### src/hdl/clock_ctrl_pkg.sv
package clock_ctrl_pkg;

  // --------------------
  // Widths and counts
  // --------------------
  localparam int DPS_PHASE_W         = 8;     // Bus phase request, 256 coarse steps
  localparam int DPS_STEP_W          = 11;    // Fine position, holds 0..1399
  localparam int DPS_STEPS_PER_CYCLE = 1400;  // Fine steps in one 25 ns cycle
  localparam int DPS_SM_W            = 3;     // State code width
  localparam int NUM_MONITORED       = 7;     // Unused clock inputs under watch

  // --------------------
  // Phaser FSM states
  // --------------------
  typedef enum logic [DPS_SM_W-1:0] {
    ps_wait_lock = 3'd0,  // Held until main and channel locks
    ps_idle      = 3'd1,  // Parked, ready for fire
    ps_compare   = 3'd2,  // Position vs target
    ps_step      = 3'd3,  // psen cycle
    ps_wait_done = 3'd4   // Waiting on psdone
  } phaser_state_e;

  // --------------------
  // Coarse to fine step mapping
  // --------------------
  // p*1400/256 rounded to nearest, halves go up.
  // Done as (2*p*1400 + 256) / 512 so it stays in integers
  function automatic logic [DPS_STEP_W-1:0] steps_for_phase(
    input logic [DPS_PHASE_W-1:0] p
  );
    int num;
    int den;
    int q;
    num = int'(p) * 2 * DPS_STEPS_PER_CYCLE + (1 << DPS_PHASE_W);  // Scaled plus half
    den = 1 << (DPS_PHASE_W + 1);                                   // 2 * 256
    q   = num / den;                                                // Truncates
    return q[DPS_STEP_W-1:0];
  endfunction

endpackage

### src/hdl/clock_activity_monitor.sv
`timescale 1ns/1ps

module clock_activity_monitor #(
  parameter int NUM_CLK = clock_ctrl_pkg::NUM_MONITORED  // Inputs to watch
) (
  input  logic               clock,       // Main 40 MHz clock
  input  logic               rst,         // Sync reset
  input  logic [NUM_CLK-1:0] mon_clocks,  // Unused clock inputs
  output logic [NUM_CLK-1:0] mon_lock     // Pseudo-lock per input
);

  // --------------------
  // Dual-edge samples
  // --------------------
  logic [NUM_CLK-1:0] rise_q;  // Sampled on posedge
  logic [NUM_CLK-1:0] fall_q;  // Sampled on negedge

  always_ff @(posedge clock) begin
    if (rst) begin
      rise_q <= '0;
    end else begin
      rise_q <= mon_clocks;
    end
  end

  // Same reset level seen half a cycle later
  always_ff @(negedge clock) begin
    if (rst) begin
      fall_q <= '0;
    end else begin
      fall_q <= mon_clocks;
    end
  end

  // --------------------
  // Pseudo-lock
  // --------------------
  // A running clock of the same rate is caught high on one edge and low
  // on the other, so the two samples differ. A stuck input gives equal samples
  assign mon_lock = rise_q ^ fall_q;

endmodule

### src/hdl/clock_ctrl.sv
`timescale 1ns/1ps

module clock_ctrl #(
  parameter int NUM_DPS = 4  // Phaser channels, 1..9
) (
  input  logic                                          clock,            // Main 40 MHz clock
  input  logic                                          rst,              // Sync reset
  input  logic                                          lock_main,        // Main manager lock
  input  logic                                          global_reset_en,  // Re-fire enable

  // Phaser bus and clock-manager ports
  input  logic [NUM_DPS-1:0]                            dps_lock,      // Channel locks
  input  logic [NUM_DPS-1:0]                            dps_fire,      // Set new phase
  input  logic [NUM_DPS-1:0]                            dps_reset,     // Reset channel phase
  input  logic [NUM_DPS*clock_ctrl_pkg::DPS_PHASE_W-1:0] dps_phase,    // Coarse phases
  input  logic [NUM_DPS-1:0]                            dps_psdone,    // Step done
  output logic [NUM_DPS-1:0]                            dps_psen,      // Step enable
  output logic [NUM_DPS-1:0]                            dps_psincdec,  // Step direction
  output logic [NUM_DPS-1:0]                            dps_busy,      // Channel busy
  output logic [NUM_DPS*clock_ctrl_pkg::DPS_SM_W-1:0]    dps_sm_vec,   // State codes

  // Global reset
  output logic                                          global_reset,         // FPGA-wide
  output logic                                          clock_lock_lost_err,  // Lock lost

  // Unused clock monitor
  input  logic [clock_ctrl_pkg::NUM_MONITORED-1:0]       mon_clocks,  // Raw inputs
  output logic [clock_ctrl_pkg::NUM_MONITORED-1:0]       mon_lock     // Pseudo-locks
);

  import clock_ctrl_pkg::*;

  // --------------------
  // Phaser channels
  // --------------------
  for (genvar i = 0; i < NUM_DPS; i++) begin : g_dps
    phaser u_phaser (
      .clock        (clock),
      .rst          (rst),
      .global_reset (global_reset),      // Fed back from the generator
      .lock_main    (lock_main),
      .lock_dcm     (dps_lock[i]),
      .fire         (dps_fire[i]),
      .reset        (dps_reset[i]),
      .phase        (dps_phase[i*DPS_PHASE_W +: DPS_PHASE_W]),  // Channel slice
      .psdone       (dps_psdone[i]),
      .psen         (dps_psen[i]),
      .psincdec     (dps_psincdec[i]),
      .busy         (dps_busy[i]),
      .sm_vec       (dps_sm_vec[i*DPS_SM_W +: DPS_SM_W])        // Channel slice
    );
  end

  // --------------------
  // Global reset
  // --------------------
  global_reset_gen u_global_reset_gen (
    .clock           (clock),
    .rst             (rst),
    .lock_main       (lock_main),
    .global_reset_en (global_reset_en),
    .global_reset    (global_reset),
    .lock_lost_err   (clock_lock_lost_err)
  );

  // --------------------
  // Activity monitor
  // --------------------
  clock_activity_monitor #(
    .NUM_CLK (NUM_MONITORED)  // All seven unused inputs
  ) u_clock_activity_monitor (
    .clock      (clock),
    .rst        (rst),
    .mon_clocks (mon_clocks),
    .mon_lock   (mon_lock)
  );

endmodule

### src/hdl/global_reset_gen.sv
`timescale 1ns/1ps

module global_reset_gen (
  input  logic clock,            // Main 40 MHz clock
  input  logic rst,              // Sync reset
  input  logic lock_main,        // Main clock manager lock
  input  logic global_reset_en,  // Re-fire on lock loss
  output logic global_reset,     // FPGA-wide reset, registered
  output logic lock_lost_err     // Lock gone after startup
);

  logic startup_done;  // Seen first lock
  logic first_lock;    // Lock now or earlier

  assign first_lock = lock_main || startup_done;

  // --------------------
  // Startup and re-fire
  // --------------------
  always_ff @(posedge clock) begin
    if (rst) begin
      startup_done <= 1'b0;
      global_reset <= 1'b1;      // Held until first lock
    end else begin
      startup_done <= first_lock;  // Sticky until rst
      global_reset <= !first_lock || (!lock_main && global_reset_en);
    end
  end

  // Lock dropped but reset not re-fired
  assign lock_lost_err = !global_reset && !lock_main;

endmodule

### src/hdl/phaser.sv
`timescale 1ns/1ps

module phaser (
  input  logic                                clock,         // Main 40 MHz clock
  input  logic                                rst,           // Sync reset
  input  logic                                global_reset,  // Held until main lock
  input  logic                                lock_main,     // Main clock manager lock
  input  logic                                lock_dcm,      // This channel's lock
  input  logic                                fire,          // Bus pulse, new phase
  input  logic                                reset,         // Bus reset of this channel
  input  logic [clock_ctrl_pkg::DPS_PHASE_W-1:0] phase,     // Coarse phase 0..255
  input  logic                                psdone,        // Step finished
  output logic                                psen,          // Step request, one cycle
  output logic                                psincdec,      // 1 = increment
  output logic                                busy,          // Channel not parked
  output logic [clock_ctrl_pkg::DPS_SM_W-1:0]    sm_vec     // Encoded state
);

  import clock_ctrl_pkg::*;

  localparam int TABLE_DEPTH = 1 << DPS_PHASE_W;  // One entry per coarse phase

  // --------------------
  // Step table
  // --------------------
  logic [DPS_STEP_W-1:0] step_table [TABLE_DEPTH];  // Coarse to fine, constant

  for (genvar a = 0; a < TABLE_DEPTH; a++) begin : g_table
    assign step_table[a] = steps_for_phase(DPS_PHASE_W'(a));
  end

  // --------------------
  // Walking FSM
  // --------------------
  phaser_state_e         state;     // Current state
  logic [DPS_STEP_W-1:0] target;    // Latched fine target
  logic [DPS_STEP_W-1:0] position;  // Fine steps applied so far
  logic                  hold;      // Clock manager held in reset

  // Any of these resets the real clock manager, so phase is back at zero
  assign hold = rst || global_reset || !lock_main || reset;

  always_ff @(posedge clock) begin
    if (hold) begin
      state    <= ps_wait_lock;
      position <= '0;           // Manager restarts at zero shift
      psen     <= 1'b0;
      psincdec <= 1'b0;
    end else begin
      psen <= 1'b0;             // Only ever a single-cycle pulse
      case (state)
        ps_wait_lock: begin
          if (lock_dcm) begin
            state <= ps_idle;   // Main lock already implied by !hold
          end
        end

        ps_idle: begin
          if (fire) begin
            state <= ps_compare;  // Leaves idle one cycle after fire
          end
        end

        ps_compare: begin
          if (target > position) begin
            psen     <= 1'b1;   // Walk up
            psincdec <= 1'b1;
            state    <= ps_step;
          end else if (target < position) begin
            psen     <= 1'b1;   // Walk down
            psincdec <= 1'b0;
            state    <= ps_step;
          end else begin
            state <= ps_idle;   // Arrived, busy drops
          end
        end

        ps_step: begin
          state <= ps_wait_done;  // psen high during this cycle
        end

        ps_wait_done: begin
          if (psdone) begin       // Back-pressure, wait as long as needed
            if (psincdec) begin
              position <= position + 1'b1;
            end else begin
              position <= position - 1'b1;
            end
            state <= ps_compare;
          end
        end

        default: begin
          state <= ps_wait_lock;  // Unused codes recover
        end
      endcase
    end
  end

  // Target latched on an accepted fire
  always_ff @(posedge clock) begin
    if (state == ps_idle && fire) begin
      target <= step_table[phase];
    end
  end

  // --------------------
  // Status
  // --------------------
  assign busy   = (state != ps_idle);  // High in wait_lock too
  assign sm_vec = state;

endmodule
### config.mk
export PLATFORM = sky130hd
export DESIGN_NAME = clock_ctrl
export DESIGN_NICKNAME = d
export VERILOG_FILES = /design/src/hdl/clock_ctrl_pkg.sv /design/src/hdl/clock_activity_monitor.sv /design/src/hdl/clock_ctrl.sv /design/src/hdl/global_reset_gen.sv /design/src/hdl/phaser.sv
export SDC_FILE = /design/constraint.sdc
export NUM_CORES = 1
export LEC_CHECK = 0
export ABC_AREA = 1
export BUFFER_PORTS_ARGS = -buffer_cell sky130_fd_sc_hd__buf_2
export CAP_MARGIN = 20
export CORE_AREA = 3 3 162 164
export CTS_CLUSTER_DIAMETER = 40
export CTS_CLUSTER_SIZE = 12
export DETAILED_ROUTE_END_ITERATION = 16
export DIE_AREA = 0 0 165 167
export PLACE_DENSITY_LB_ADDON = 0.15
export SLEW_MARGIN = 5
export SYNTH_ARGS = -nofsm -noshare
export SYNTH_HDL_FRONTEND = slang
export SYNTH_HIERARCHICAL = 1
export SYNTH_SLANG_ARGS = --single-unit
### constraint.sdc
create_clock -name clock -period 2.44 [get_ports clock]
set_clock_uncertainty 0.05 [all_clocks]
set_input_delay 0.732 -clock clock [delete_from_list [all_inputs] [get_ports clock]]
set_output_delay 0.732 -clock clock [all_outputs]
set_load 0.01 [all_outputs]
Word-level counts from Yosys, hierarchy flattened
Memories as Yosys holds them, arrays and structs flattened. A register that Yosys moved wholly into a read port is not among the register bits.
Cells that the tools add are included.
{"block": "totals", "ff_bits": 80, "mem_bits_ro": 11264, "in_bits": 59, "word_cells": 167, "memories": 4}
{"memory": "(name not given)", "words": 256, "word_bits": 11, "read_ports": 1, "rd_ports_with_merged_regs": 1, "wr": 0, "line": "phaser.sv:103", "rtl": "target <= step_table[phase];"}
{"memory": "(name not given)", "words": 256, "word_bits": 11, "read_ports": 1, "rd_ports_with_merged_regs": 1, "wr": 0, "line": "phaser.sv:103"}
{"memory": "(name not given)", "words": 256, "word_bits": 11, "read_ports": 1, "rd_ports_with_merged_regs": 1, "wr": 0, "line": "phaser.sv:103"}
{"memory": "(name not given)", "words": 256, "word_bits": 11, "read_ports": 1, "rd_ports_with_merged_regs": 1, "wr": 0, "line": "phaser.sv:103"}
{"block": "op_classes", "add_sub_neg": 8, "order_cmp": 8, "eq_ne": 32, "mux": 45, "bitwise": 9, "n_reduce_logical": 41}
{"op": "$pmux 3 s5", "n": 4}
{"op": "$mux 3", "n": 16}
{"op": "$add 11x1->11 const B", "n": 4}
{"op": "$gt 11x11->1", "n": 4}
{"op": "$lt 11x11->1", "n": 4}
{"op": "$mux 11", "n": 4}
{"op": "$sub 11x1->11 const B", "n": 4}
{"op": "$not 8->9", "n": 4}
{"op": "$eq 3x2->1 const B", "n": 8}
{"op": "$ne 2x2->1 const B", "n": 12}
{"op": "$mux 1", "n": 16}
{"op": "$reduce_and 2->1", "n": 8}
{"op": "$eq 3x1->1 const B", "n": 4}
{"op": "$eq 3x3->1 const B", "n": 4}
{"op": "$logic_not 3->1", "n": 4}
{"op": "$ne 3x1->1 const B", "n": 4}
{"op": "$reduce_and 3->1", "n": 4}
{"op": "$logic_or 1x1->1", "n": 8}
{"op": "$mux 2", "n": 4}
{"op": "$reduce_bool 2->1", "n": 4}
{"op": "$reduce_or 2->1", "n": 4}
{"op": "$mux 7", "n": 1}
{"op": "$xor 7x7->7", "n": 1}
{"op": "$logic_and 1x1->1", "n": 6}
{"op": "2 further kinds", "n": 7}

Depth between registers and ports, before layout
{"block": "logic_depth", "depth_word": 4, "depth_mapped": 15}

By module
Netlist, hierarchy kept.
{"module": "phaser (g_dps[2].u_phaser ...)", "instances": 2, "cells_each": 641, "area_per_inst_um2": 3648.5}
{"module": "phaser (g_dps[1].u_phaser)", "instances": 1, "cells_each": 618, "area_per_inst_um2": 3578.4}
{"module": "phaser (g_dps[0].u_phaser)", "instances": 1, "cells_each": 620, "area_per_inst_um2": 3532.1}
{"module": "clock_activity_monitor", "instances": 1, "cells_each": 64, "area_per_inst_um2": 467.9}
{"module": "global_reset_gen", "instances": 1, "cells_each": 10, "area_per_inst_um2": 76.3}

==> impl_metrics.csv <==
group,metric,value,unit
worst_setup_path,crit_path_end_kind,"primary output",
synth,yosys.area.top_type_share,22.04,%
worst_setup_path,crit_required,1660,ps
floorplanning,die_x,165,um
synth,yosysTopAreaCell,"nand2_1",
worst_setup_path,path_buf_inv,2,
worst_setup_path,slowest_delay,330,ps
sta,rsz0062_at_grt,"true",
detailed_routing,vias_per_cell,5.894,
synth,synth.area.top_cells,"nand2_1, dfxtp_1, ha_1",
global_route,grt_pass1_vias,17040,
detailed_routing,drt_wl_total,47930,um
synth,synthArstFlopShare,0,%
worst_setup_path,crit_chain,"inv_2 > nand2_2 > nand2_2 > buf_6",
hold_path,hold_depth,2,
synth,synthTopCellsByCount,"nand2_1, inv_1, nand3_1, a21oi_1, nor2_1",
detailed_routing,firstDrtPassIters,8,
clock_tree,insertion_delay,430,ps
worst_setup_path,path_common_cell,"nand2_2",
sta,final.setup.tns,-4028,ps
sta,final_max_slew_viol_count,0,
worst_setup_path,critical_path_class,"reg2out",
hold_path,hold_path.class,"reg2reg",
clock_tree,clkTransAtPathRegs,60,ps
power,power.density,387.3,nW/um2
synth,syn_nets,2769,
clock_tree,cts_root_buf,"clkbuf_16",
synth,synth_ff_type,"dfxtp_1",
hold_path,min_from,"u_global_reset_gen/startup_done",
worst_setup_path,crit_slowest_cell,"dfxtp_2",
synth,syn_area_per_cell,5.764,um2
synth,netlist_instances,2594,
detailed_routing,wl_per_cell,15.51,um
synth,ys_types,49,
global_route,gr-total-overflow,0,
layout,fill_cells,2298,
floorplanning,io_pins,92,
clock_tree,cts_made_buffers,17,
floorplanning,fp.coreArea,25040,um2
layout,stdcell_count,3090,
global_route,grt_start_max_net_pins,23,
power,peakVddDrop,0.0004606,V
synth,synth_most_common_cell,"nand2_1",
synth,synth_seq_cells,124,
detailed_routing,route.detailed.drc,0,
worst_setup_path,reg2reg_from,"g_dps[3].u_phaser/psincdec",
sta,finalSetupViolCount,7,
floorplanning,core.rowCount,58,
floorplanning,start_util,59.72,%
synth,synth_edf_count,44,
place,dp_hpwl,36230,um
worst_setup_path,startpoint_type,"register",
detailed_routing,vias,18210,
worst_setup_path,crit_fanout,2,
worst_setup_path,ff2ff_path_depth,9,
global_route,antenna_found_initial,4,
detailed_routing,ant_nets,0,
clock_tree,cts_setup_buffers,0,
clock_tree,cts_tree,"yes",
flow_run,max_cap_violations,0,
layout,register_area,2932,um2
run_status,violations,"setup timing",
run_status,status,"finished with violations",
floorplanning,die_h,167,um
place,placedCellCount,3052,
worst_setup_path,reg2reg_slack,270,ps
synth,synthesis.area,14950,um2
clock_tree,cts.sinks,124,
synth,ys_seq_area_share,19.55,%
layout,antenna_cells,0,
layout,drive_gt1_share,12.36,%
sta,layout_setup_ws,-584.4,ps
clock_tree,cts_max_level,4,
worst_setup_path,r2r_end,"g_dps[3].u_phaser/position[5]",
global_route,grt_pass1_wl,78840,um
worst_setup_path,cp.arrival,2240,ps
sta,maxSlewHeadroom,67.92,%
place,port_buffers,91,
synth,yosys_warnings,6,
worst_setup_path,cpLargestDelayFamily,"flip-flops",
power,cellLeakagePower,0.009051,uW
global_route,track_usage,33.94,%
sta,worst_pin_slew,480.1,ps
place,place_congestion,1.011,
layout,multi_input_area,10300,um2
floorplanning,dieArea,27560,um2
layout,syn_to_final_growth,13.62,%
detailed_routing,drtIter0Drc,2179,
hold_path,whs_endpoint,"u_global_reset_gen/startup_done",
clock_tree,cts.path.max_buffers,2,
sta,final-hold-violation-count,0,
layout,nets,2922,
==> worst min-delay path: stages, from the launching register on <==
cell and delay (ps):
dfxtp_1 300, inv_1 70, a21oi_2 50
==> kinds of logic after synthesis <==
kind of cell             Yosys count  share of synthesized area [%]
flip-flops                       124                          19.55
buffers and inverters            419                          11.82
AND/OR/NAND/NOR                 1438                          40.32
XOR/XNOR                          18                          1.054
adder cells (fa/ha/maj)          116                          9.908
AO/OA/AOI/OAI                    479                          17.35
==> stage by stage <==
stage	util, %	area, um2	total power, uW	setup WS (ps)	hold slack, ps
2_1_floorplan	-	14980	3497	-10.40	380.9
3_3_place_gp	65.26	16340	4064	-120.0	394.2
3_5_place_dp	65.26	16340	4065	-146.0	403.0
4_1_cts	67.80	16970	6554	-612.0	411.5
5_1_grt	67.86	16990	6937	-656.1	452.0
6_report	67.86	16990	6581	-584.4	409.9
==> power breakdown <==
group	internal, uW	switching [uW]
combinational	656	1250
sequential	2180	13.2
clock	1410	1080
total	4240	2340
==> cell type report <==
type	count	area share, %
inverters	327	7.254
clock buffers	18	2.651
well taps	330	2.430
flip-flops and latches	124	17.26
clock inverters	21	0.8396
repair buffers	219	8.963
multi-input cells	2051	60.61
==> cells in the final DEF, fill, tap and decap left out, types with 14 or more instances in the layout <==
cell type,Yosys,final
nand2_1,878,864
inv_1,307,307
nand3_1,262,262
a21oi_1,217,217
nor2_1,196,196
o21ai_0,149,149
buf_4,14,123
ha_1,112,112
buf_2,38,84
dfxtp_1,80,73
edfxtp_1,44,44
nand4_1,34,34
o21ai_1,32,32
nand2_2,17,31
inv_2,15,22
clkbuf_16,0,18
o211ai_1,17,17
a31oi_1,14,14
==> registers in the layout (all words and copies together), names as in the netlist <==
signal	count
g_dps.u_phaser/psen	4
u_global_reset_gen/startup_done	1
g_dps.u_phaser/position	44
g_dps.u_phaser/psincdec	4
g_dps.u_phaser/sm_vec	12
u_clock_activity_monitor/fall_q	7
g_dps.u_phaser/target	44
u_clock_activity_monitor/rise_q	7
u_global_reset_gen/global_reset	1
==> per-layer routing <==
metal / GRT usage, % / share of wire (%)
met5: 0 / 0.10
met4: 11.82 / 2.9
met3: 5.448 / 9.2
met2: 57.64 / 48
met1: 43.33 / 40
==> timing repair <==
action,in CTS,in global routing
endpoints found under the setup margin,7,7
pin swaps,1,6
gates resized for setup,9,12
hold buffers,0,0
==> worst max-delay path by stage <==
stage | to | cells after the start | startpoint
detailed placement | mon_lock[2] | 4 | u_clock_activity_monitor/fall_q[2]
CTS | mon_lock[2] | 4 | u_clock_activity_monitor/fall_q[2]
floorplan | mon_lock[0] | 3 | u_clock_activity_monitor/fall_q[0]
global placement | mon_lock[3] | 4 | u_clock_activity_monitor/fall_q[3]
global route | mon_lock[5] | 4 | u_clock_activity_monitor/fall_q[5]
finish | mon_lock[2] | 4 | u_clock_activity_monitor/fall_q[2]
Power figures use the tool's default switching activity.
